`config.mk`:
```
export PLATFORM = sky130hd
export DESIGN_NAME = regfile
export DESIGN_NICKNAME = d
export VERILOG_FILES = /design/src/logic/core_pkg.sv /design/src/logic/regfile.sv
export SDC_FILE = /design/constraint.sdc
export NUM_CORES = 2
export LEC_CHECK = 0
export BUFFER_PORTS_ARGS = -buffer_cell sky130_fd_sc_hd__buf_2
export CAP_MARGIN = 15
export CORE_MARGIN = 2
export CORE_UTILIZATION = 40
export CTS_CLUSTER_SIZE = 10
export DETAILED_ROUTE_END_ITERATION = 6
export PLACE_DENSITY = 0.58
export SLEW_MARGIN = 30
export SYNTH_ARGS = -nofsm -noshare
export SYNTH_HDL_FRONTEND = slang
export SYNTH_SLANG_ARGS = --single-unit
```
`constraint.sdc`:
```
create_clock -name c_clk -period 2.4 [get_ports c_clk]
set_input_delay 0.36 -clock c_clk [delete_from_list [all_inputs] [get_ports c_clk]]
set_output_delay 0.36 -clock c_clk [all_outputs]
set_load 0.01 [all_outputs]
```
`src/logic/core_pkg.sv`:
```
/*
 * Shared types for the reduced RV64I integer pipeline.
 * Only OP, OP-IMM and LUI are decoded; everything else retires
 * without a register write. The stage records are packed structs
 * so a whole slot moves through a register in one assignment.
 */

package core_pkg;

    localparam int XLEN       = 64;
    localparam int REG_ADDR_W = 5;

    typedef logic [31:0] insn_t;

    // major opcodes that are kept
    localparam logic [6:0] OPC_OP     = 7'b0110011;
    localparam logic [6:0] OPC_OP_IMM = 7'b0010011;
    localparam logic [6:0] OPC_LUI    = 7'b0110111;

    typedef enum logic [3:0] {
        ALU_ADD,
        ALU_SUB,
        ALU_SLL,
        ALU_SLT,
        ALU_SLTU,
        ALU_XOR,
        ALU_SRL,
        ALU_SRA,
        ALU_OR,
        ALU_AND,
        ALU_PASS_B
    } alu_op_t;

    // where an execute-stage source operand comes from
    typedef enum logic [1:0] {
        FWD_REG,
        FWD_EXWB,
        FWD_WBFW
    } fwd_sel_t;

    typedef struct packed {
        logic                  valid;
        alu_op_t               alu_op;
        logic [REG_ADDR_W-1:0] rs1;
        logic [REG_ADDR_W-1:0] rs2;
        logic [REG_ADDR_W-1:0] rd;
        logic                  we;
        logic                  use_imm;
        logic                  zero_a;
        logic [XLEN-1:0]       rs1_data;
        logic [XLEN-1:0]       rs2_data;
        logic [XLEN-1:0]       imm;
    } id_ex_t;

    // retirement / register write record
    typedef struct packed {
        logic                  valid;
        logic                  we;
        logic [REG_ADDR_W-1:0] rd;
        logic [XLEN-1:0]       data;
    } wb_t;

endpackage

```
`src/logic/regfile.sv`:
```
/*
 * 32 x 64-bit integer register file, x0 hardwired to zero.
 * Reads are combinational; the write lands at the clock edge
 * and only while the pipeline advances.
 */

`timescale 1ns/1ps

module regfile import core_pkg::*; (
    input  logic                  c_clk,
    input  logic                  c_rst_n,
    input  logic                  adv_i,
    input  logic [REG_ADDR_W-1:0] rs1_addr_i,
    input  logic [REG_ADDR_W-1:0] rs2_addr_i,
    output logic [XLEN-1:0]       rs1_data_o,
    output logic [XLEN-1:0]       rs2_data_o,
    input  wb_t                   wr_i
);

    // architectural state starts at zero
    logic [XLEN-1:0] regs [1:31];

    always_ff @(posedge c_clk or negedge c_rst_n) begin
        if (!c_rst_n) begin
            for (int i = 1; i < 32; i++) begin
                regs[i] <= '0;
            end
        end else if (adv_i && wr_i.valid && wr_i.we && (wr_i.rd != '0)) begin
            regs[wr_i.rd] <= wr_i.data;
        end
    end

    always_comb begin
        rs1_data_o = '0;
        rs2_data_o = '0;
        if (rs1_addr_i != '0) begin
            rs1_data_o = regs[rs1_addr_i];
        end
        if (rs2_addr_i != '0) begin
            rs2_data_o = regs[rs2_addr_i];
        end
    end

endmodule

```
==> impl_table.tex <==
\begin{tabular}{lr}
\hline
Metric & Value \\
\hline
\multicolumn{2}{l}{\textbf{Run status}} \\
\quad Outcome & finished, violations left \\
\quad Violated checks & setup timing \\
\multicolumn{2}{l}{\textbf{Pwr}} \\
\quad Power density over the cells & 650 mW/mm² \\
\quad Combinational Power Share & 17.0\% \\
\quad Power share of the clock group & 38.1\% \\
\quad Net switching share of the total power & 27.8\% \\
\quad Internal power & 0.0617 W \\
\quad Largest vdd supply drop & 0.000562 V \\
\quad Sequential group share of total power & 44.9\% \\
\quad Leakage power figure & 61.0 nW \\
\quad Reported net switching power & 0.0237 W \\
\multicolumn{2}{l}{\textbf{Placed design}} \\
\quad Half-perimeter wire length after placement & 278000 µm \\
\quad Post-placement setup slack & -1.07 ns \\
\quad Port Buffers & 211 \\
\quad GPL Wtd Cong & 0.907 \\
\multicolumn{2}{l}{\textbf{Synthesis}} \\
\quad Synthesized flop and latch total & 1984 \\
\quad Synthesized netlist net count & 8153 \\
\quad Part of the Yosys area used for sequential elements & 46.4\% \\
\quad Synth top area cells & sky130\_fd\_sc\_hd\_\_dfrtp\_1 (46\%), sky130\_fd\_sc\_hd\_\_mux2\_2 (21\%), sky130\_fd\_sc\_hd\_\_mux2i\_1 (12\%) \\
\quad Largest area contributor in the synthesized netlist & sky130\_fd\_sc\_hd\_\_dfrtp\_1 \\
\quad Area share of the leading cell type in the synthesized netlist & 46.4\% \\
\quad Post-Syn Area & 0.107 mm² \\
\quad Number of warnings printed during yosys synthesis & 0 \\
\quad Post-synthesis average cell area & 13.2 µm² \\
\quad Number of standard cells after synthesis & 8069 \\
\quad Count of cell types in the netlist & 42 \\
\multicolumn{2}{l}{\textbf{Hold path}} \\
\quad Class of the most critical hold timing path & in2reg \\
\multicolumn{2}{l}{\textbf{Timing}} \\
\quad Final critical path time including I/O delays and setup & 3.11 ns \\
\quad Count of endpoints failing setup in the final report & 128 \\
\quad Number of hold violations in the final report & 0 \\
\quad Slew at the pin closest to its max-slew limit & 0.758 ns \\
\quad Worst slew margin relative to its limit & 49.1\% \\
\quad Summed negative setup slack over all endpoints & -57.90 ns \\
\quad Setup skew after layout & 0 ns \\
\quad Max frequency & 322 MHz \\
\quad Worst setup margin & -0.708 ns \\
\quad Share of the clock period used by the worst path after layout & 130\% \\
\quad Pins Over Slew Limit & 0 \\
\quad Unrepaired setup endpoints after global routing & yes \\
\multicolumn{2}{l}{\textbf{Clock tree}} \\
\quad Clock buffer count from CTS & 234 \\
\quad H-Tree Level Count & 4 \\
\quad CTS tree & done \\
\quad Latest clock arrival within the worst-skew pair & 0.91 ns \\
\quad Clock Pin Slew Worst Setup and Hold Paths & 0.06 ns \\
\quad Clk Tree Root Cell & sky130\_fd\_sc\_hd\_\_clkbuf\_16 \\
\quad CTS sink count & 1984 \\
\quad Maximum root-to-sink buffer count & 4 \\
\multicolumn{2}{l}{\textbf{Finish}} \\
\quad Register ranked first by flip-flop count & regs \\
\quad Utilization after layout & 49.5\% \\
\quad Area growth from synthesis to layout & 22.8\% \\
\quad Final Net Count & 8816 \\
\quad Flip-flop count of the largest register, all copies and words added & 1984 \\
\quad Proportion of layout cells with a drive suffix above 1 & 49.8\% \\
\quad Regs by FF count & regs x1984 \\
\multicolumn{2}{l}{\textbf{Floorplan}} \\
\quad Starting utilization of the core area & 40.3\% \\
\quad Die Ht & 521 µm \\
\quad Full die area & 0.271 mm² \\
\quad Floorplan die width & 521 µm \\
\quad I/O pin cnt & 212 \\
\quad Site row count & 189 \\
\quad Placeable core area & 0.266 mm² \\
\multicolumn{2}{l}{\textbf{Critical path}} \\
\quad Capturing element type of the critical path & primary output \\
\quad Arrival time of the worst setup path & 2.75 ns \\
\quad Critical path launch point type & flip-flop \\
\quad Data required time at the worst endpoint & 2.04 ns \\
\quad Largest fanout of any net on the critical path & 3 \\
\quad Category of the critical setup timing path & reg2out \\
\multicolumn{2}{l}{\textbf{Detailed routing}} \\
\quad Average wire per cell in the routed design & 33.2 µm \\
\quad Iteration-0 DRC Markers & 7571 \\
\quad Count of vias placed by the detailed router & 78520 \\
\quad First-pass detailed-route iteration total & 7 \\
\quad Total length of routed wires & 411000 µm \\
\quad Via-per-instance ratio & 6.35 \\
\quad Residual DRC count & 0 \\
\quad Post-route antenna net violation count & 0 \\
\multicolumn{2}{l}{\textbf{GRT}} \\
\quad Leftover overflow at the end of global routing & 0 \\
\quad Global router's overall resource usage & 29.6\% \\
\quad Initial antenna violation count & 48 \\
\quad Pin count of the biggest net entering global routing & 103 \\
\quad Via count of the first global-routing pass & 80412 \\
\quad Wire length of the first global-routing pass & 590000 µm \\
\multicolumn{2}{l}{\textbf{Job}} \\
\quad Maxcap violations & 0 \\
\hline
\end{tabular}
cell type report:
class / count / area (µm²)
Clock inverter: 12 / 186
Sequential cell: 1984 / 49600
Multi-Input combinational cell: 5222 / 56900
Fill cell: 22679 / 134000
Clock buffer: 296 / 6340
Timing Repair Buffer: 1290 / 13700
Antenna cell: 33 / 82.6
Tap cell: 3533 / 4420
cell usage in the layout (no fill, tap or decap), types with 10 or more instances in the layout:
| cell | synthesis | routed |
|---|---|---|
| sky130_fd_sc_hd__nor2b_1 | 89 | 32 |
| sky130_fd_sc_hd__a31oi_4 | 0 | 36 |
| sky130_fd_sc_hd__nor4_2 | 0 | 26 |
| sky130_fd_sc_hd__mux2i_1 | 1280 | 1277 |
| sky130_fd_sc_hd__clkbuf_8 | 0 | 19 |
| sky130_fd_sc_hd__nand2_4 | 0 | 10 |
| sky130_fd_sc_hd__a21oi_2 | 0 | 38 |
| sky130_fd_sc_hd__a221o_1 | 128 | 128 |
| sky130_fd_sc_hd__nor2_4 | 0 | 12 |
| sky130_fd_sc_hd__nor3_4 | 5 | 45 |
| sky130_fd_sc_hd__nor3_1 | 304 | 208 |
| sky130_fd_sc_hd__buf_12 | 6 | 322 |
| sky130_fd_sc_hd__buf_6 | 56 | 47 |
| sky130_fd_sc_hd__nor2b_4 | 0 | 56 |
| sky130_fd_sc_hd__a21oi_1 | 80 | 40 |
| sky130_fd_sc_hd__buf_4 | 81 | 739 |
| sky130_fd_sc_hd__clkbuf_16 | 0 | 238 |
| sky130_fd_sc_hd__a22o_1 | 48 | 42 |
| sky130_fd_sc_hd__a211oi_2 | 0 | 39 |
| sky130_fd_sc_hd__mux2_2 | 2027 | 2026 |
| sky130_fd_sc_hd__a22oi_2 | 0 | 10 |
| sky130_fd_sc_hd__a22oi_1 | 128 | 118 |
| sky130_fd_sc_hd__buf_2 | 245 | 163 |
| sky130_fd_sc_hd__o22ai_1 | 512 | 486 |
| sky130_fd_sc_hd__diode_2 | 0 | 33 |
| sky130_fd_sc_hd__clkbuf_1 | 349 | 40 |
| sky130_fd_sc_hd__dfrtp_1 | 1984 | 1984 |
| sky130_fd_sc_hd__mux2_1 | 25 | 25 |
| sky130_fd_sc_hd__a211oi_4 | 0 | 38 |
| sky130_fd_sc_hd__o22ai_2 | 0 | 26 |
| sky130_fd_sc_hd__nor4_4 | 0 | 50 |
| sky130_fd_sc_hd__nor3_2 | 0 | 56 |
| sky130_fd_sc_hd__mux2_4 | 60 | 61 |
| sky130_fd_sc_hd__mux4_2 | 256 | 256 |
critical path, cell delays in order, from the launching register on:
cell	delay, ns
sky130_fd_sc_hd__dfrtp_1	0.38
sky130_fd_sc_hd__mux4_2	0.26
sky130_fd_sc_hd__nor2b_4	0.15
sky130_fd_sc_hd__a211oi_2	0.05
sky130_fd_sc_hd__nor4_4	0.63
sky130_fd_sc_hd__buf_4	0.24
sky130_fd_sc_hd__buf_6	0.10
cell usage after synthesis (all sizes together):
cell and number:
nand2b 11, or2b 1, clkbuf 351, nor4b 1, nor3b 1, nand3b 1, buf 512, or4 1
mux2i 1280, nor3 309, dfrtp 1984, and2b 1, and3b 1, nand3 5, mux2 2112, nor4 80
a22o 48, a22oi 128, a21oi 80, nand2 19, and3 2, mux4 256, a211oi 80, o22ai 512
a31oi 48, nor2 20, or2 5, a221o 128, nor2b 89, and2 3
metrics by stage:
step	std cells	total power, W	hold WS (ns)	area, µm²
global route	12352	0.0883	0.107	131000
floorplan	8069	0.0461	0.0644	107000
CTS	12324	0.0854	0.0360	130000
detailed placement	12015	0.0521	0.334	121000
finish	12370	0.0854	0.0723	131000
global placement	12013	0.0516	0.325	120000
power by group through the flow:
stage / logic (W) / registers [W] / clock network [W]
6_report: 0.0146 / 0.0384 / 0.0325
5_1_grt: 0.0153 / 0.0386 / 0.0343
4_1_cts: 0.0142 / 0.0382 / 0.0330
3_5_place_dp: 0.0132 / 0.0388 / 0
3_3_place_gp: 0.0130 / 0.0386 / 0
2_1_floorplan: 0.00793 / 0.0382 / 0
repair_timing:
item,in CTS,in global routing
resized for setup,571,151
endpoints found under the hold margin,720,0
hold buffers,3,0
endpoints found under the setup margin,128,128
setup buffers,80,30
cloned,3,1
pin swaps,258,94
kinds of logic after synthesis:
logic type	synth area share (%)
buffers and inverters	4.09
AND/OR/NAND/NOR	2.94
flip-flops	46.4
multiplexers	39.8
AO/OA/AOI/OAI	6.70
layer usage:
metal	GRT usage (%)	part of all wire (%)
met1	39.8	41
met2	46.4	46
met3	5.10	7.6
met4	14.4	5.3
met5	0	0.0097
final timing paths:
kind | start | to | slack (ns) | cells after the start
min in group asynchronous | c_rst_n | regs[1410] | 0.54 | 3
max | regs[1373] | rs2_data_o[29] | -0.71 | 6
min reg2reg | regs[783] | regs[783] | 0.51 | 1
max in group asynchronous | c_rst_n | regs[903] | 0.65 | 4
max reg2reg | regs[815] | regs[815] | 1.38 | 3
min | wr_i[57] | regs[1785] | 0.07 | 2
Note: power is estimated with default switching activity, not from simulation.
