**config.mk**
```make
export PLATFORM = sky130hd
export DESIGN_NAME = decode_stage
export DESIGN_NICKNAME = d
export VERILOG_FILES = /design/src/logic/core_pkg.sv /design/src/logic/decode_stage.sv
export SDC_FILE = /design/constraint.sdc
export NUM_CORES = 1
export LEC_CHECK = 0
export BUFFER_PORTS_ARGS = -buffer_cell sky130_fd_sc_hd__buf_4
export CORE_AREA = 2 2 152 154
export DETAILED_ROUTE_END_ITERATION = 12
export DIE_AREA = 0 0 154 156
export PLACE_DENSITY = 0.67
export REMOVE_ABC_BUFFERS = 1
export SYNTH_ARGS = -nofsm -noshare
export SYNTH_HDL_FRONTEND = slang
export SYNTH_SLANG_ARGS = --single-unit
```
**constraint.sdc**
```tcl
create_clock -name c_clk -period 1.3 [get_ports c_clk]
set_clock_uncertainty 0.1 [all_clocks]
set_input_delay 0.13 -clock c_clk [delete_from_list [all_inputs] [get_ports c_clk]]
set_output_delay 0.13 -clock c_clk [all_outputs]
set_load 0.03 [all_outputs]
```
**src/logic/core_pkg.sv**
```systemverilog
/*
 * Shared types for the reduced RV64I integer pipeline.
 * Only OP, OP-IMM and LUI are decoded; everything else retires
 * without a register write. The stage records are packed structs
 * so a whole slot moves through a register in one assignment.
 */

package core_pkg;

    localparam int XLEN       = 64;
    localparam int REG_ADDR_W = 5;

    typedef logic [31:0] insn_t;

    // major opcodes that are kept
    localparam logic [6:0] OPC_OP     = 7'b0110011;
    localparam logic [6:0] OPC_OP_IMM = 7'b0010011;
    localparam logic [6:0] OPC_LUI    = 7'b0110111;

    typedef enum logic [3:0] {
        ALU_ADD,
        ALU_SUB,
        ALU_SLL,
        ALU_SLT,
        ALU_SLTU,
        ALU_XOR,
        ALU_SRL,
        ALU_SRA,
        ALU_OR,
        ALU_AND,
        ALU_PASS_B
    } alu_op_t;

    // where an execute-stage source operand comes from
    typedef enum logic [1:0] {
        FWD_REG,
        FWD_EXWB,
        FWD_WBFW
    } fwd_sel_t;

    typedef struct packed {
        logic                  valid;
        alu_op_t               alu_op;
        logic [REG_ADDR_W-1:0] rs1;
        logic [REG_ADDR_W-1:0] rs2;
        logic [REG_ADDR_W-1:0] rd;
        logic                  we;
        logic                  use_imm;
        logic                  zero_a;
        logic [XLEN-1:0]       rs1_data;
        logic [XLEN-1:0]       rs2_data;
        logic [XLEN-1:0]       imm;
    } id_ex_t;

    // retirement / register write record
    typedef struct packed {
        logic                  valid;
        logic                  we;
        logic [REG_ADDR_W-1:0] rd;
        logic [XLEN-1:0]       data;
    } wb_t;

endpackage

```
**src/logic/decode_stage.sv**
```systemverilog
/*
 * Decode stage. Register reads are combinational from ins_i, so the
 * values captured here miss a write landing at the same edge; the
 * execute stage covers that through forwarding.
 * Unknown opcodes decode to pass_b of a zero immediate with we low.
 */

`timescale 1ns/1ps

module decode_stage import core_pkg::*; (
    input  logic                  c_clk,
    input  logic                  c_rst_n,
    input  logic                  adv_i,
    input  logic                  ins_valid_i,
    input  insn_t                 ins_i,
    output logic [REG_ADDR_W-1:0] rs1_addr_o,
    output logic [REG_ADDR_W-1:0] rs2_addr_o,
    input  logic [XLEN-1:0]       rs1_data_i,
    input  logic [XLEN-1:0]       rs2_data_i,
    output id_ex_t                id_ex_o
);

    logic [6:0]      opcode;
    logic [2:0]      funct3;
    logic [XLEN-1:0] imm_i;
    logic [XLEN-1:0] imm_u;
    logic            legal;
    id_ex_t          dec;

    // bit 30 picks sub for add and arithmetic for right shifts
    function automatic alu_op_t map_alu(input logic [2:0] f3, input logic alt);
        alu_op_t op;
        case (f3)
            3'b000:  op = alt ? ALU_SUB : ALU_ADD;
            3'b001:  op = ALU_SLL;
            3'b010:  op = ALU_SLT;
            3'b011:  op = ALU_SLTU;
            3'b100:  op = ALU_XOR;
            3'b101:  op = alt ? ALU_SRA : ALU_SRL;
            3'b110:  op = ALU_OR;
            default: op = ALU_AND;
        endcase
        return op;
    endfunction

    assign opcode     = ins_i[6:0];
    assign funct3     = ins_i[14:12];
    assign rs1_addr_o = ins_i[19:15];
    assign rs2_addr_o = ins_i[24:20];

    assign imm_i = {{(XLEN-12){ins_i[31]}}, ins_i[31:20]};
    assign imm_u = {{(XLEN-32){ins_i[31]}}, ins_i[31:12], 12'b0};

    always_comb begin
        dec          = '0;
        dec.valid    = ins_valid_i;
        dec.rs1      = ins_i[19:15];
        dec.rs2      = ins_i[24:20];
        dec.rd       = ins_i[11:7];
        dec.rs1_data = rs1_data_i;
        dec.rs2_data = rs2_data_i;
        dec.alu_op   = ALU_PASS_B;
        dec.use_imm  = 1'b1;
        legal        = 1'b1;
        case (opcode)
            OPC_OP: begin
                dec.use_imm = 1'b0;
                dec.alu_op  = map_alu(funct3, ins_i[30]);
            end
            OPC_OP_IMM: begin
                // no subi, so bit 30 only matters for srai
                dec.imm    = imm_i;
                dec.alu_op = map_alu(funct3, ins_i[30] && (funct3 == 3'b101));
            end
            OPC_LUI: begin
                dec.imm    = imm_u;
                dec.zero_a = 1'b1;
            end
            default: legal = 1'b0;
        endcase
        dec.we = legal && (dec.rd != '0);
    end

    always_ff @(posedge c_clk or negedge c_rst_n) begin
        if (!c_rst_n) begin
            id_ex_o <= '0;
        end else if (adv_i) begin
            id_ex_o <= dec;
        end
    end

endmodule

```
==> results.yml, run 1 <==
critical_path:
  crit_path_top_delay_cell: "dfrtp_1"
  arrival_ps: 1160
  crit_chain: "buf_12 -> buf_4"
  cp_slowest_stage_delay_ps: 390
  cp-start-kind: "flip-flop"
  worstSetupEndpointType: "primary output"
  required_ps: 1070
  cp_max_fo: 34
  critical_path_class: "reg -> out"
route:
  routed_wl_um: 21870
  drc: 0
  firstDrtPassIters: 4
  wl_per_cell_um: 16.71
  viasPerCell: 4.477
  drt_iter0_drc: 219
  vias: 5861
  antenna_left: 0
logic_synthesis:
  synth-edff-count: 0
  ys_types: 37
  synth_area_per_cell_um2: 15.08
  synth_top_flop_cell: "dfrtp_1"
  syn_area_um2: 7237
  yosysWarnings: 0
  yosysSeqAreaShare_pct: 63.28
  synthCells: 480
  ys_ff_latch: 183
  async_flop_share_pct: 100.0
sta:
  period_share_pct: 106.6
  worst_slack_ps: -86.18
  tns_ps: -2760
  setup_viol: 33
  slew_viol_final: 0
  worst_slew_pin_slew_ps: 409.6
  relSlewSlack_pct: 72.32
  finalHoldViolations: 0
  fin_crit_ps: 1386
  fmax_mhz: 721.4
  rsz0062_at_grt: "true"
finish:
  largest_register: "id_ex_o"
  diodes: 0
  largest_reg_flops: 183
  drive_gt1_share_pct: 48.44
  top_regs: "id_ex_o (183)"
  nets: 1175
  fillers: 1772
  area_delta_synth_final_pct: 74.24
  final_area_um2: 12610
clock_network:
  clockBufferDepth: 2
  cts-htree-levels: 4
  clock-sinks: 183
  clock-root-buffer: "clkbuf_16"
  numCtsBuffers: 17
  cts_tree: "done"
  clk_pin_slew_ps: 70
  clk_latency_ps: 420
  cts_resized: 0
floorplan:
  num_rows: 55
  die_w_um: 154
  die_h_um: 156
  ios: 389
  dieArea_um2: 24020
  core_area_um2: 22370
  start_util_pct: 32.36
grt:
  grt_overflow_total: 0
  grt_pass1_vias: 6226
  grt_first_pass_wirelength_um: 33920
  grt_antenna_before_repair: 0
  track_usage_pct: 17.87
  grt_start_max_net_pins: 37
pwr:
  ir_worst_vdd_mv: 1.012
  p_leak_nw: 6.075
  power_density_nw_per_um2: 1169
placed_design:
  port_buffers: 388
  placedInstanceArea_um2: 10500
  gp_congestion: 0.8088
  hpwlAfterDp_um: 15090
outcome:
  violations: "negative setup slack"
  status: "finished, violations left"
run:
  cap_violations: 0
min_path:
  hold_class: "in -> reg"
-- cell usage in the layout (no fill, tap or decap), types with 4 or more instances in the layout --
cell / count
a221o_1: 14
a22o_1: 12
buf_12: 13
buf_4: 408
clkbuf_16: 17
clkinvlp_4: 4
dfrtp_1: 183
dlygate4sd3_1: 156
inv_1: 12
inv_8: 4
mux2_1: 100
mux2_2: 39
nand2_1: 9
nor2_1: 4
o21ai_0: 7
o221ai_1: 4
-- kinds of logic (layout without fill, tap and decap cells) --
kind of cell	after synthesis	in the layout	synth area share (%)
AO/OA/AOI/OAI	50	50	5.861
XOR/XNOR	1	1	0.1210
buffers and inverters	79	623	6.674
flip-flops	183	183	63.28
multiplexers	140	140	21.77
AND/OR/NAND/NOR	27	27	2.299
-- cells in the mapped netlist (2+ instances only) --
| cell | instances | area [um2] |
|---|---|---|
| buf_4 | 42 | 315.3 |
| buf_2 | 17 | 85.08 |
| nand2_1 | 9 | 33.78 |
| inv_1 | 12 | 45.04 |
| nor2_1 | 4 | 15.01 |
| a22o_1 | 12 | 105.1 |
| clkbuf_1 | 7 | 26.28 |
| o221ai_1 | 4 | 35.03 |
| nor3_2 | 2 | 20.02 |
| mux2_2 | 39 | 439.2 |
| a211o_1 | 2 | 17.52 |
| dfrtp_1 | 183 | 4579 |
| a21o_1 | 2 | 15.01 |
| a221o_1 | 14 | 140.1 |
| nor4bb_1 | 2 | 20.02 |
| a31oi_1 | 3 | 18.77 |
| mux2_1 | 100 | 1126 |
| o21ai_0 | 7 | 35.03 |
-- metrics by stage --
stage / utilization (%) / hold slack (ps) / cells / setup slack (ps) / total power [W]
floorplan: - / -265.6 / 413 / -5773 / 0.007837
detailed placement: 46.95 / -44.68 / 1121 / -157.5 / 0.009566
CTS: 56.38 / 3.129 / 1309 / -111.9 / 0.01491
global placement: 46.95 / -44.54 / 1121 / -133.4 / 0.009524
finish: 56.38 / 1.828 / 1309 / -86.18 / 0.01474
global route: 56.38 / 47.53 / 1309 / -148.2 / 0.01538
-- what timing repair did --
action                     4_1_cts  5_1_grt
setup buffers                    0        0
hold endpoints to repair       361        0
setup endpoints to repair       33       33
hold buffers                   156        0
-- area by class of cell --
type / count / area (um2) / area share, %
clock buffer: 20 / 436.7 / 3.463
clock inverter: 12 / 110.1 / 0.8732
inverter: 12 / 45.04 / 0.3572
multi-input combinational: 218 / 2175 / 17.25
sequential: 183 / 4579 / 36.32
tap: 285 / 356.6 / 2.828
timing repair buffer: 579 / 4907 / 38.92
-- worst max-delay path, delay by kind of cell, from the launching register on --
kind | cells | cell delay, ps
buffers and inverters | 2 | 350
DFF | 1 | 390
-- final timing paths --
| path | startpoint | to | slack (ps) | cells past startpoint |
|---|---|---|---|---|
| setup / recovery | id_ex_o[62] | id_ex_o[38] | -90 | 2 |
| hold / removal | ins_i[10] | id_ex_o[194] | 2 | 4 |
| setup reg to reg | id_ex_o[62] | id_ex_o[62] | 280 | 2 |
| hold reg to reg | id_ex_o[170] | id_ex_o[170] | 390 | 1 |
| max in group asynchronous | c_rst_n | id_ex_o[192] | 420 | 3 |
| min in group asynchronous | c_rst_n | id_ex_o[130] | 100 | 2 |
-- per-layer routing --
| layer | vias up | track usage (%) | share of wire (%) |
|---|---|---|---|
| met5 | - | 0 | 0 |
| met4 | 0 | 5.652 | 1.8 |
| met3 | 30 | 5.028 | 6.1 |
| met2 | 222 | 30.81 | 52 |
| met1 | 2876 | 21.76 | 40 |
| li1 | 2733 | - | - |
-- power breakdown --
part / internal [W] / switching, W / leakage, nW / total [W]
clock network: 0.00253 / 0.00237 / 0.256 / 0.00490
logic: 0.00164 / 0.00182 / 3.60 / 0.00346
registers: 0.00615 / 0.000240 / 2.21 / 0.00639
Note: power is estimated with default switching activity, not from simulation.
==> run 2: changes to the inputs <==
--- a/config.mk
+++ b/config.mk
@@ -14,3 +14,4 @@
 export SYNTH_ARGS = -nofsm -noshare
 export SYNTH_HDL_FRONTEND = slang
 export SYNTH_SLANG_ARGS = --single-unit
+export TNS_END_PERCENT = 20
==> run 2 against run 1 <==
The run still ends with negative setup slack left. Register-to-register slack barely moved. Routed wire length did not move. Combinational power barely moved. Count of clock-buffer cells in the layout did not move. Sequential cell count did not move. Die area did not move. Final cell count did not move. Sequential power barely moved. Clock power barely moved. Design area did not move. Power barely moved. Critical path type unchanged. Highest routed layer unchanged.
==> results.yml, run 2 (same netlist as run 1, synthesis figures left out) <==
outcome:
  status: "finished, violations left"
  violations: "negative setup slack"
critical_path:
  critical_path_class: "reg -> out"
  cp_slowest_stage_delay_ps: 370
  cp.buffers_inverters: 2
  crit_path_top_delay_cell: "dfrtp_1"
  worstSetupEndpointType: "primary output"
  crit_chain: "buf_12 -> buf_4"
  path_delay_family: "flip-flops"
  cp_max_fo: 34
  required_ps: 1070
  cp-start-kind: "flip-flop"
  arrival_ps: 1160
finish:
  fillers: 1772
  final_common_cell: "buf_4"
  layout_common_cells: "buf_4, dfrtp_1, dlygate4sd3_1, mux2_1, mux2_2"
  multi_input_area_um2: 2175
  fin_util_pct: 56.38
  area_delta_synth_final_pct: 74.24
  drive_gt1_share_pct: 48.44
  largest_register: "id_ex_o"
  diodes: 0
  largest_reg_flops: 183
  top_regs: "id_ex_o (183)"
  final_cells: 1309
  nets: 1175
  seqCellArea_um2: 4579
clock_network:
  clockBufferDepth: 2
  clock-root-buffer: "clkbuf_16"
  cts-htree-levels: 4
  numCtsBuffers: 17
  clock-sinks: 183
  cts_tree: "done"
  cts_resized: 0
  clk_pin_slew_ps: 70
  clk_latency_ps: 420
sta:
  worst_slack_ps: -87.62
  setup_viol: 33
  fmax_mhz: 720.7
  rsz0062_at_grt: "true"
  slew_viol_final: 0
  period_share_pct: 106.7
  finalHoldViolations: 0
  fin_crit_ps: 1388
  worst_slew_pin_slew_ps: 391.2
  tns_ps: -2778
  relSlewSlack_pct: 73.56
route:
  vias: 5866
  antenna_left: 0
  viasPerCell: 4.481
  firstDrtPassIters: 4
  routed_wl_um: 21870
  wl_per_cell_um: 16.71
  drc: 0
  drt_iter0_drc: 231
floorplan:
  num_rows: 55
  ios: 389
  die_w_um: 154
  start_util_pct: 32.36
  die_h_um: 156
  core_area_um2: 22370
  dieArea_um2: 24020
run:
  cap_violations: 0
placed_design:
  gp_congestion: 0.8088
  port_buffers: 388
  hpwlAfterDp_um: 15090
  dpl.cell_count: 1121
pwr:
  ir_worst_vdd_mv: 1.012
  power_density_nw_per_um2: 1169
  p_leak_nw: 6.075
grt:
  grt_overflow_total: 0
  grt_pass1_vias: 6228
  track_usage_pct: 17.87
  grt_antenna_before_repair: 0
  grt_start_max_net_pins: 37
  grt_first_pass_wirelength_um: 33920
min_path:
  hold_class: "in -> reg"
run 2: cell counts in the layout (fill, tap and decap cells not counted):
Identical to the previous run, type by type.
run 2: through the flow:
stage,worst slack [ps],hold WS (ps),total power (W),cell area (um2)
2_1_floorplan,-5773,-265.6,0.007837,6799
3_3_place_gp,-133.4,-44.54,0.009524,10500
3_5_place_dp,-157.5,-44.68,0.009566,10500
4_1_cts,-111.9,3.129,0.01491,12610
5_1_grt,-148.2,47.53,0.01538,12610
6_report,-87.62,1.843,0.01474,12610
run 2: path summary, 6_finish.rpt:
path / start / to / slack (ps) / cells after the start
hold reg to reg: id_ex_o[167] / id_ex_o[167] / 390 / 1
hold / removal: ins_i[10] / id_ex_o[194] / 2 / 4
setup reg to reg: id_ex_o[62] / id_ex_o[62] / 280 / 2
min in group asynchronous: c_rst_n / id_ex_o[130] / 100 / 2
max in group asynchronous: c_rst_n / id_ex_o[192] / 420 / 3
setup / recovery: id_ex_o[62] / id_ex_o[38] / -90 / 2
run 2: power by group:
group	internal [W]	switching (W)
sequential	0.00615	0.000240
clock	0.00253	0.00237
combinational	0.00164	0.00182
run 2: layer usage:
| metal | track usage (%) | routed length [um] | vias to the layer above |
|---|---|---|---|
| met5 | 0 | 0 | - |
| met4 | 5.652 | 384 | 0 |
| met3 | 5.028 | 1270 | 30 |
| met2 | 30.81 | 11320 | 217 |
| met1 | 21.76 | 8895 | 2886 |
| li1 | - | - | 2733 |
run 2: repair_timing:
action / 4_1_cts / 5_1_grt
setup endpoints to repair: 33 / 33
buffers inserted: 0 / 0
gates cloned: 0 / 0
hold endpoints to repair: 361 / 0
hold buffers: 156 / 0
run 2: worst reg2reg max path: cells and delay by family (launching register included):
kind	cells	cell delay, ps
flip-flops	1	390
buffers and inverters	1	170
AO/OA/AOI/OAI	1	240
run 2: cell type report:
| cell class | count | area share, % |
|---|---|---|
| clock buffer | 20 | 3.463 |
| clock inverter | 12 | 0.8732 |
| inverter | 12 | 0.3572 |
| multi-input combinational | 218 | 17.25 |
| sequential | 183 | 36.32 |
| tap | 285 | 2.828 |
| timing repair buffer | 579 | 38.92 |
