`config.mk`:
```
export PLATFORM = sky130hd
export DESIGN_NAME = hazard_ctrl
export DESIGN_NICKNAME = d
export VERILOG_FILES = /design/src/logic/core_pkg.sv /design/src/logic/hazard_ctrl.sv
export SDC_FILE = /design/constraint.sdc
export NUM_CORES = 1
export LEC_CHECK = 0
export BUFFER_PORTS_ARGS = -buffer_cell sky130_fd_sc_hd__buf_2
export CAP_MARGIN = 0
export CORE_AREA = 2 2 143 145
export DETAILED_ROUTE_END_ITERATION = 10
export DIE_AREA = 0 0 145 147
export PLACE_DENSITY = 0.3
export SETUP_SLACK_MARGIN = 0.2
export SYNTH_ARGS = -nofsm -noshare
export SYNTH_HDL_FRONTEND = slang
export SYNTH_SLANG_ARGS = --single-unit
export TNS_END_PERCENT = 20
```
`constraint.sdc`:
```
create_clock -name vclk -period 1.2
set_input_delay 0.06 -clock vclk [all_inputs]
set_output_delay 0.06 -clock vclk [all_outputs]
set_load 0.01 [all_outputs]
```
`src/logic/core_pkg.sv`:
```
/*
 * Shared types for the reduced RV64I integer pipeline.
 * Only OP, OP-IMM and LUI are decoded; everything else retires
 * without a register write. The stage records are packed structs
 * so a whole slot moves through a register in one assignment.
 */

package core_pkg;

    localparam int XLEN       = 64;
    localparam int REG_ADDR_W = 5;

    typedef logic [31:0] insn_t;

    // major opcodes that are kept
    localparam logic [6:0] OPC_OP     = 7'b0110011;
    localparam logic [6:0] OPC_OP_IMM = 7'b0010011;
    localparam logic [6:0] OPC_LUI    = 7'b0110111;

    typedef enum logic [3:0] {
        ALU_ADD,
        ALU_SUB,
        ALU_SLL,
        ALU_SLT,
        ALU_SLTU,
        ALU_XOR,
        ALU_SRL,
        ALU_SRA,
        ALU_OR,
        ALU_AND,
        ALU_PASS_B
    } alu_op_t;

    // where an execute-stage source operand comes from
    typedef enum logic [1:0] {
        FWD_REG,
        FWD_EXWB,
        FWD_WBFW
    } fwd_sel_t;

    typedef struct packed {
        logic                  valid;
        alu_op_t               alu_op;
        logic [REG_ADDR_W-1:0] rs1;
        logic [REG_ADDR_W-1:0] rs2;
        logic [REG_ADDR_W-1:0] rd;
        logic                  we;
        logic                  use_imm;
        logic                  zero_a;
        logic [XLEN-1:0]       rs1_data;
        logic [XLEN-1:0]       rs2_data;
        logic [XLEN-1:0]       imm;
    } id_ex_t;

    // retirement / register write record
    typedef struct packed {
        logic                  valid;
        logic                  we;
        logic [REG_ADDR_W-1:0] rd;
        logic [XLEN-1:0]       data;
    } wb_t;

endpackage

```
`src/logic/hazard_ctrl.sv`:
```
/*
 * Pipeline control. A single global stall freezes every stage, so
 * advance and input ready are both its inverse.
 * Forwarding compares the execute-stage sources against the
 * execute/writeback record first, then the forward register.
 */

`timescale 1ns/1ps

module hazard_ctrl import core_pkg::*; (
    input  logic     stall_i,
    input  id_ex_t   id_ex_i,
    input  wb_t      ex_wb_i,
    input  wb_t      wb_fw_i,
    output logic     adv_o,
    output logic     ins_ready_o,
    output fwd_sel_t fwd_a_o,
    output fwd_sel_t fwd_b_o
);

    // newer record wins; x0 never forwards
    function automatic fwd_sel_t pick_src(input logic [REG_ADDR_W-1:0] rs,
                                          input wb_t newer,
                                          input wb_t older);
        fwd_sel_t sel;
        sel = FWD_REG;
        if (rs != '0) begin
            if (newer.valid && newer.we && (newer.rd == rs)) begin
                sel = FWD_EXWB;
            end else if (older.valid && older.we && (older.rd == rs)) begin
                sel = FWD_WBFW;
            end
        end
        return sel;
    endfunction

    assign adv_o       = !stall_i;
    assign ins_ready_o = !stall_i;

    assign fwd_a_o = pick_src(id_ex_i.rs1, ex_wb_i, wb_fw_i);
    assign fwd_b_o = pick_src(id_ex_i.rs2, ex_wb_i, wb_fw_i);

endmodule

```
==> run metrics, run 1 <==
Max-cap violations=0; sequential cells=0; largest net degree at the start of global routing=4; Worst-Margin Slew=0.216 ns; DRC=0; Global Route met2 Usage=under 10%; GRT Util Overall=2.24%; hold path endpoint=ins_ready_o; Setup violations, final=0; sequential share of the synthesized area=0%; fmax=approximately 870 MHz; PortBufs=31; Seq pwr share=0%; post-synth top area share=roughly 56%; syn_nets=about 400; Placer Congestion=0.706; most instantiated library cell after synthesis=xnor2_1; RSZ-0062 raised after global routing=true; DR iter-0 viols=21; row cnt=52; Post-synth top cells=xnor2_1 (20), nand3_1 (4), nand4_1 (4), nor3_1 (4); LEAKAGE=approximately 0.25 nW; via/cell ratio=about 1.2; Starting Density=approximately 1.6%; Req. time, crit path=~1.1 ns; first drt pass iteration count=2; gr ovfl total=0; most used routing layer=met2; total power=about 0.20 mW; WL/cell=7.09 um; Yosys Warn Count=0; final critical-path required period=1.14 ns; first-pass GRT wire length=approximately 3500 um; clock share of power=0%; Power Density=~230 mW/mm2; via count=429; Setup crit end kind=output port; Hold/Removal Path Class=input pin to output port; final worst-path cycle share=between 90% and 100%; top cells by area, synth=xnor2_1 (56%), nand4_1 (8.0%), nor2_4 (7.2%); Max rail drop VDD=about 40 uV; power share of the combinational group=100.0%; I/O pin count=around 360; FF/Latch Area=0 um2; ANT nets after route=0; layout cells sized above 1=approximately 60%; status=finished, final reports clean; M1 GR Usage=approximately 2.8%; post-DP HPWL=between 2000 and 2500 um; Post-Route WL=2460 um; area leader, netlist=xnor2_1; Hold Startpoint=stall_i; core area=between 0.015 and 0.02 mm2; Final Max Tran Viols=0; die area=around 0.021 mm2; Layout area overhead=191%; postcts setup bufs=0; Final Hold Fails=0; Crit Path Max Fanout=2; NetSw=approximately 0.094 mW; number of clock buffers in the layout=0; met3 usage=between 1 and 1.5%; vias in the first global route=485; Synth Area per Inst=between 7 and 8 um2; type of origin of the critical path=input pin; hold_buf cts=0; worst setup margin=between 0.05 and 0.06 ns; mapped cell area=312 um2; die extent in y=147 um; Setup WS pre-CTS=0.000284 ns; initial antenna violation count=2; Pint=approximately 0.11 mW; Synth Instances=40; Slew headroom=85.5%; Filler cells=roughly 2400; switching share of total power=roughly 46%; Crit Path Class=input pin to output port; Arr. time, crit path=about 1.1 ns; hold depth=3; Synth cell types=9; area of the multi-input gates=between 300 and 400 um2; chip width=roughly 150 um; CP startpoint=id_ex_i[208]; final net count=about 440
-- cells in the final DEF, fill, tap and decap left out, drive strengths merged --
cell type,synthesis,final
o21a,2,2
diode,0,1
nor2,2,2
nand3,4,4
xnor2,20,20
inv,1,1
nand4,4,4
or4,2,2
buf,1,37
nor3,4,4
-- cells by family after synthesis --
logic type	count (synthesis)	share of synthesized area, %
XOR/XNOR	20	56.2
AND/OR/NAND/NOR	16	35.3
AO/OA/AOI/OAI	2	4.82
buffers and inverters	2	3.61
-- metrics by stage --
step	TNS [ns]	std cells	cell area (um2)	util, %	hold WS, ns
6_report	0	347	907	4.57	0.355
5_1_grt	0	347	907	4.57	0.375
4_1_cts	0	346	883	4.45	0.363
3_5_place_dp	0	346	842	4.24	0.362
3_3_place_gp	-0.0182	346	842	4.24	0.357
2_1_floorplan	0	40	312	-	0.171
-- worst max path at each step --
stage | slack (ns) | end | cells after the start
final | 0.06 | fwd_a_o[1] | 6
after global placement | -0.02 | fwd_a_o[1] | 6
after global routing | 0.02 | fwd_b_o[0] | 6
after detailed placement | 0.0003 | fwd_a_o[1] | 6
after floorplan | 0.29 | fwd_a_o[1] | 4
after CTS | 0.02 | fwd_a_o[1] | 6
-- power groups by stage --
stage / Clock (mW) / Sequential (mW) / Combinational (mW)
after floorplan: 0 / 0 / 0.0804
after global placement: 0 / 0 / 0.193
after detailed placement: 0 / 0 / 0.190
after CTS: 0 / 0 / 0.200
after global routing: 0.000000111 / 0 / 0.225
final: 0.000000111 / 0 / 0.204
-- routing by layer --
layer,vias to the layer above,wire [um]
li1,213,-
met1,195,1100
met2,17,1110
met3,2,228
met4,2,0
met5,-,13
-- worst max-delay path, stage by stage --
cell and delay (ns):
buf_6 0.10, or4_4 0.54, nor2_4 0.11, nor3_2 0.04, o21a_1 0.11, buf_6 0.12
-- layout make-up --
| cell class | instances | share of cell area (%) |
|---|---|---|
| tap | 270 | 37.2 |
| multi-input combinational | 38 | 35.9 |
| timing repair buffer | 37 | 26.2 |
| inverter | 1 | 0.414 |
| antenna | 1 | 0.276 |
-- timing repair --
action                                  CTS  global route
gates resized for setup                   9             3
endpoints found under the setup margin    4             4
pin swaps                                 6             6
Power figures use the tool's default switching activity.
==> inputs of run 2 (changes only) <==
--- a/config.mk
+++ b/config.mk
@@ -11,6 +11,7 @@
 export DETAILED_ROUTE_END_ITERATION = 10
 export DIE_AREA = 0 0 145 147
 export PLACE_DENSITY = 0.3
+export REMOVE_ABC_BUFFERS = 1
 export SETUP_SLACK_MARGIN = 0.2
 export SYNTH_ARGS = -nofsm -noshare
 export SYNTH_HDL_FRONTEND = slang
==> run metrics, run 2 (same netlist as run 1, synthesis figures left out) <==
DR iter-0 viols=5 (-76%); Max rail drop VDD=21.9 uV (-46%); delay-heaviest family, CP=simple AND/OR/NAND/NOR gates; ANT nets after route=0 (unchanged); Seq pwr share=0% (unchanged); sequential cells=0 (unchanged); Final Hold Fails=0 (unchanged); CP startpoint=id_ex_i[204]; PortBufs=31 (unchanged); commonest non-fill, non-tap cell in the layout=buf_2; worst-path cell chain=buf_6 -> or4_4 -> nor2_4 -> nor3_2 -> o21a_1 -> buf_6; switching share of total power=45.4% (-0.49 points); largest net degree at the start of global routing=4 (unchanged); Placer Congestion=0.663 (-6.0%); layout cells sized above 1=60.5% (+1.3 points); Filler cells=2349 (-0.55%); Power Density=217 mW/mm2 (-3.5%); crit-path max cell delay=0.53 ns (about the same); Inserted Diodes=0 (-1); final worst-path cycle share=97.3% (+1.9 points); area of the multi-input gates=328 um2 (+0.77%); Crit Path Max Fanout=2 (unchanged); clock share of power=0% (unchanged); DRC=0 (unchanged); Layout area overhead=188%; vias in the first global route=450 (-7.2%); Placed Cells incl. Taps=346 (unchanged); die area=0.0213 mm2 (unchanged); gr ovfl total=0 (unchanged); initial antenna violation count=0 (-2); FF/Latch Area=0 um2 (unchanged); Hold/Removal Path Class=input pin to output port; Pint=0.106 mW (-3.7%); core area=0.0198 mm2 (unchanged); row cnt=52 (unchanged); LEAKAGE=0.239 nW (-3.6%); first-pass GRT wire length=3160 um (-8.9%); cell mode on critical path=buf_6; final net count=436 (unchanged); first drt pass iteration count=3 (+1); Starting Density=1.57% (unchanged); hold depth=3 (unchanged); type of origin of the critical path=input pin; Arr. time, crit path=1.11 ns (+0.03 ns); Max stage delay cell, worst path=or4_4; RSZ-0062 raised after global routing=true; via/cell ratio=1.23 (-0.41%); status=finished, final reports clean; Slew headroom=86.3% (+0.77 points); Setup Total Neg Slack=0 ns (unchanged); final critical-path required period=1.17 ns (+0.0225 ns); via count=426 (-0.70%); Crit Path Class=input pin to output port; post-DP HPWL=2230 um (-6.0%); Final Max Tran Viols=0 (unchanged); Crit path depth=6 (unchanged); Setup violations, final=0 (unchanged); Max-cap violations=0 (unchanged); hold_buf cts=0 (unchanged); Setup crit end kind=output port; Req. time, crit path=1.14 ns (about the same); WL/cell=6.51 um (-8.2%); hold path endpoint=ins_ready_o; power share of the combinational group=100.0% (about the same); crit path buf inv count=2 (unchanged); I/O pin count=364 (unchanged); Post-Route WL=2250 um (-8.5%); Worst-Margin Slew=0.204 ns (-0.0114 ns); GRT Util Overall=2.05% (-0.20 points); die extent in y=147 um (unchanged); Hold Startpoint=stall_i; Non-Filler Instances=346 (-0.29%); NetSw=0.0885 mW (-5.5%); fmax=857 MHz (-1.9%); number of clock buffers in the layout=0 (unchanged); chip width=145 um (unchanged); most frequent cells in the layout=buf_2 (26), xnor2_1 (19), buf_4 (7)
run 2: final cells by class:
cell class                 count  area share, %
multi-input combinational     38           36.5
inverter                       1          0.418
timing repair buffer          37           25.4
tap                          270           37.7
run 2: per-layer routing:
metal	vias up	GRT usage, %	part of all wire, %	wire, um
met5	-	0	0	0
met4	0	0	0	0
met3	0	0.342	4.6	104
met2	15	4.36	58	1300
met1	198	2.20	38	849
li1	213	-	-	-
run 2: worst min-delay path, stage by stage:
cell	delay [ns]
buf_2	0.07
inv_1	0.03
buf_2	0.13
run 2: worst max path at each step:
stage | end | slack [ns]
after floorplan | fwd_a_o[1] | 0.29
after global placement | fwd_a_o[0] | -0.05
after detailed placement | fwd_a_o[1] | -0.006
after CTS | fwd_a_o[1] | 0.005
after global routing | fwd_a_o[1] | -0.004
final | fwd_b_o[1] | 0.03
run 2: what timing repair did:
item | 4_1_cts | 5_1_grt
gates resized for setup | 3 | 8
setup endpoints to repair | 4 | 4
setup buffers | 0 | 0
pin swaps | 3 | 6
run 2: stage by stage:
stage                     utilization [%]  cell area [um2]  setup WS, ns  power [mW]  hold slack, ns
after global placement               4.24              842       -0.0544       0.187           0.358
after global routing                 4.52              897      -0.00422       0.213           0.378
final                                4.52              897        0.0329       0.195           0.351
after detailed placement             4.24              842      -0.00607       0.187           0.352
after CTS                            4.33              858       0.00482       0.191           0.353
after floorplan                         -              304         0.286      0.0780           0.197
run 2: power by group through the flow:
stage	Combinational, mW	Sequential (mW)	Clock [mW]
6_report	0.195	0	0
5_1_grt	0.213	0	0
3_3_place_gp	0.187	0	0
4_1_cts	0.191	0	0
2_1_floorplan	0.0780	0	0
3_5_place_dp	0.187	0	0
==> inputs of run 3 (changes only) <==
--- a/config.mk
+++ b/config.mk
@@ -10,7 +10,6 @@
 export CORE_AREA = 2 2 143 145
 export DETAILED_ROUTE_END_ITERATION = 10
 export DIE_AREA = 0 0 145 147
-export PLACE_DENSITY = 0.3
 export REMOVE_ABC_BUFFERS = 1
 export SETUP_SLACK_MARGIN = 0.2
 export SYNTH_ARGS = -nofsm -noshare
==> run metrics, run 3 (same netlist as run 1, synthesis figures left out) <==
Setup crit end kind=output port; Setup Total Neg Slack=0 ns (unchanged); chip width=145 um (unchanged); DR iter-0 viols=4 (-1); Final Hold Fails=0 (unchanged); die area=0.0213 mm2 (unchanged); I/O pin count=364 (unchanged); Layout area overhead=177%; Placer Congestion=0.729 (+9.9%); Arr. time, crit path=1.09 ns (-0.02 ns); fmax=872 MHz (+1.8%); postcts setup bufs=0 (unchanged); type of origin of the critical path=input pin; GRT Util Overall=1.78% (-0.26 points); crit path buf inv count=2 (unchanged); Max rail drop VDD=38.3 uV (+75%); final net count=434 (-0.46%); final critical-path required period=1.15 ns (-0.0209 ns); Max stage delay cell, worst path=or4_4; ANT nets after route=0 (unchanged); final worst-path cycle share=95.5% (-1.7 points); delay-heaviest family, CP=simple AND/OR/NAND/NOR gates; Setup violations, final=0 (unchanged); Final Max Tran Viols=0 (unchanged); RSZ-0062 raised after global routing=true; Slew headroom=89.9% (+3.6 points); row cnt=52 (unchanged); cell mode on critical path=buf_2; core area=0.0198 mm2 (unchanged); CP startpoint=id_ex_i[202]; Worst-Margin Slew=0.151 ns (-0.0538 ns); via count=403 (-5.4%); Req. time, crit path=1.14 ns (about the same); initial antenna violation count=3 (+3); die extent in y=147 um (unchanged); largest net degree at the start of global routing=4 (unchanged); Hold/Removal Path Class=input pin to output port; Starting Density=1.57% (unchanged); Post-Route WL=1980 um (-12%); crit-path max cell delay=0.52 ns (about the same); DRC=0 (unchanged); first-pass GRT wire length=2740 um (-13%); Crit Path Class=input pin to output port; gr ovfl total=0 (unchanged); Hold Startpoint=stall_i; WL/cell=5.71 um (-12%); status=finished, final reports clean; via/cell ratio=1.16 (-5.7%); Filler cells=2344 (-0.21%); most frequent cells in the layout=buf_2 (28), xnor2_1 (20), nand4_1 (4), nand3_1 (4), buf_4 (4); Crit Path Max Fanout=2 (unchanged); Final Core Density=4.35% (-0.17 points); LEAKAGE=0.223 nW (-6.9%); layout cells sized above 1=55.4% (-5.1 points); commonest non-fill, non-tap cell in the layout=buf_2; number of clock buffers in the layout=0 (unchanged); FF/Latch Area=0 um2 (unchanged); Power Density=209 mW/mm2 (-3.9%); worst-path cell chain=buf_2 -> or4_4 -> nor2_4 -> nor3_2 -> o21a_1 -> buf_2; PortBufs=31 (unchanged); Max-cap violations=0 (unchanged); first drt pass iteration count=3 (unchanged); vias in the first global route=398 (-12%); sequential cells=0 (unchanged)
[run 3: repair_timing]
action                                  4_1_cts  5_1_grt
endpoints found under the hold margin         0        0
hold buffers                                  0        0
gates resized for setup                       3        2
pin swaps                                     3        4
cloned                                        0        0
endpoints found under the setup margin        4        4
[run 3: area by class of cell]
type | count | area, um2 | area share, %
repair buffers | 35 | 204 | 23.6
multi-input cells | 38 | 310 | 35.9
well taps | 270 | 338 | 39.1
inverters | 1 | 3.75 | 0.435
diodes | 3 | 7.51 | 0.870
[run 3: final timing paths]
check / endpoint / cells past startpoint
worst max-delay path: fwd_b_o[1] / 6
worst min-delay path: adv_o / 3
[run 3: per-layer routing]
metal	routed length (um)	GRT usage (%)	part of all wire, %
met5	0	0	0
met2	801	2.62	40
met1	807	2.14	41
met3	373	1.46	19
met4	0	0	0
[run 3: where the power goes]
part           switching (mW)    total, mW  internal [mW]
combinational          0.0808        0.180         0.0995
clock                       0  0.000000335    0.000000335
sequential                  0            0              0
total                  0.0808        0.180         0.0995
[run 3: stage by stage]
stage          power [mW]  setup slack [ns]  instance area (um2)  hold slack [ns]  std cells
3_3_place_gp        0.171            0.0291                  827            0.353        344
4_1_cts             0.180            0.0373                  845            0.354        344
6_report            0.180            0.0538                  863            0.353        347
2_1_floorplan      0.0780             0.286                  304            0.197         39
5_1_grt             0.197            0.0188                  858            0.358        345
3_5_place_dp        0.175            0.0311                  827            0.354        344
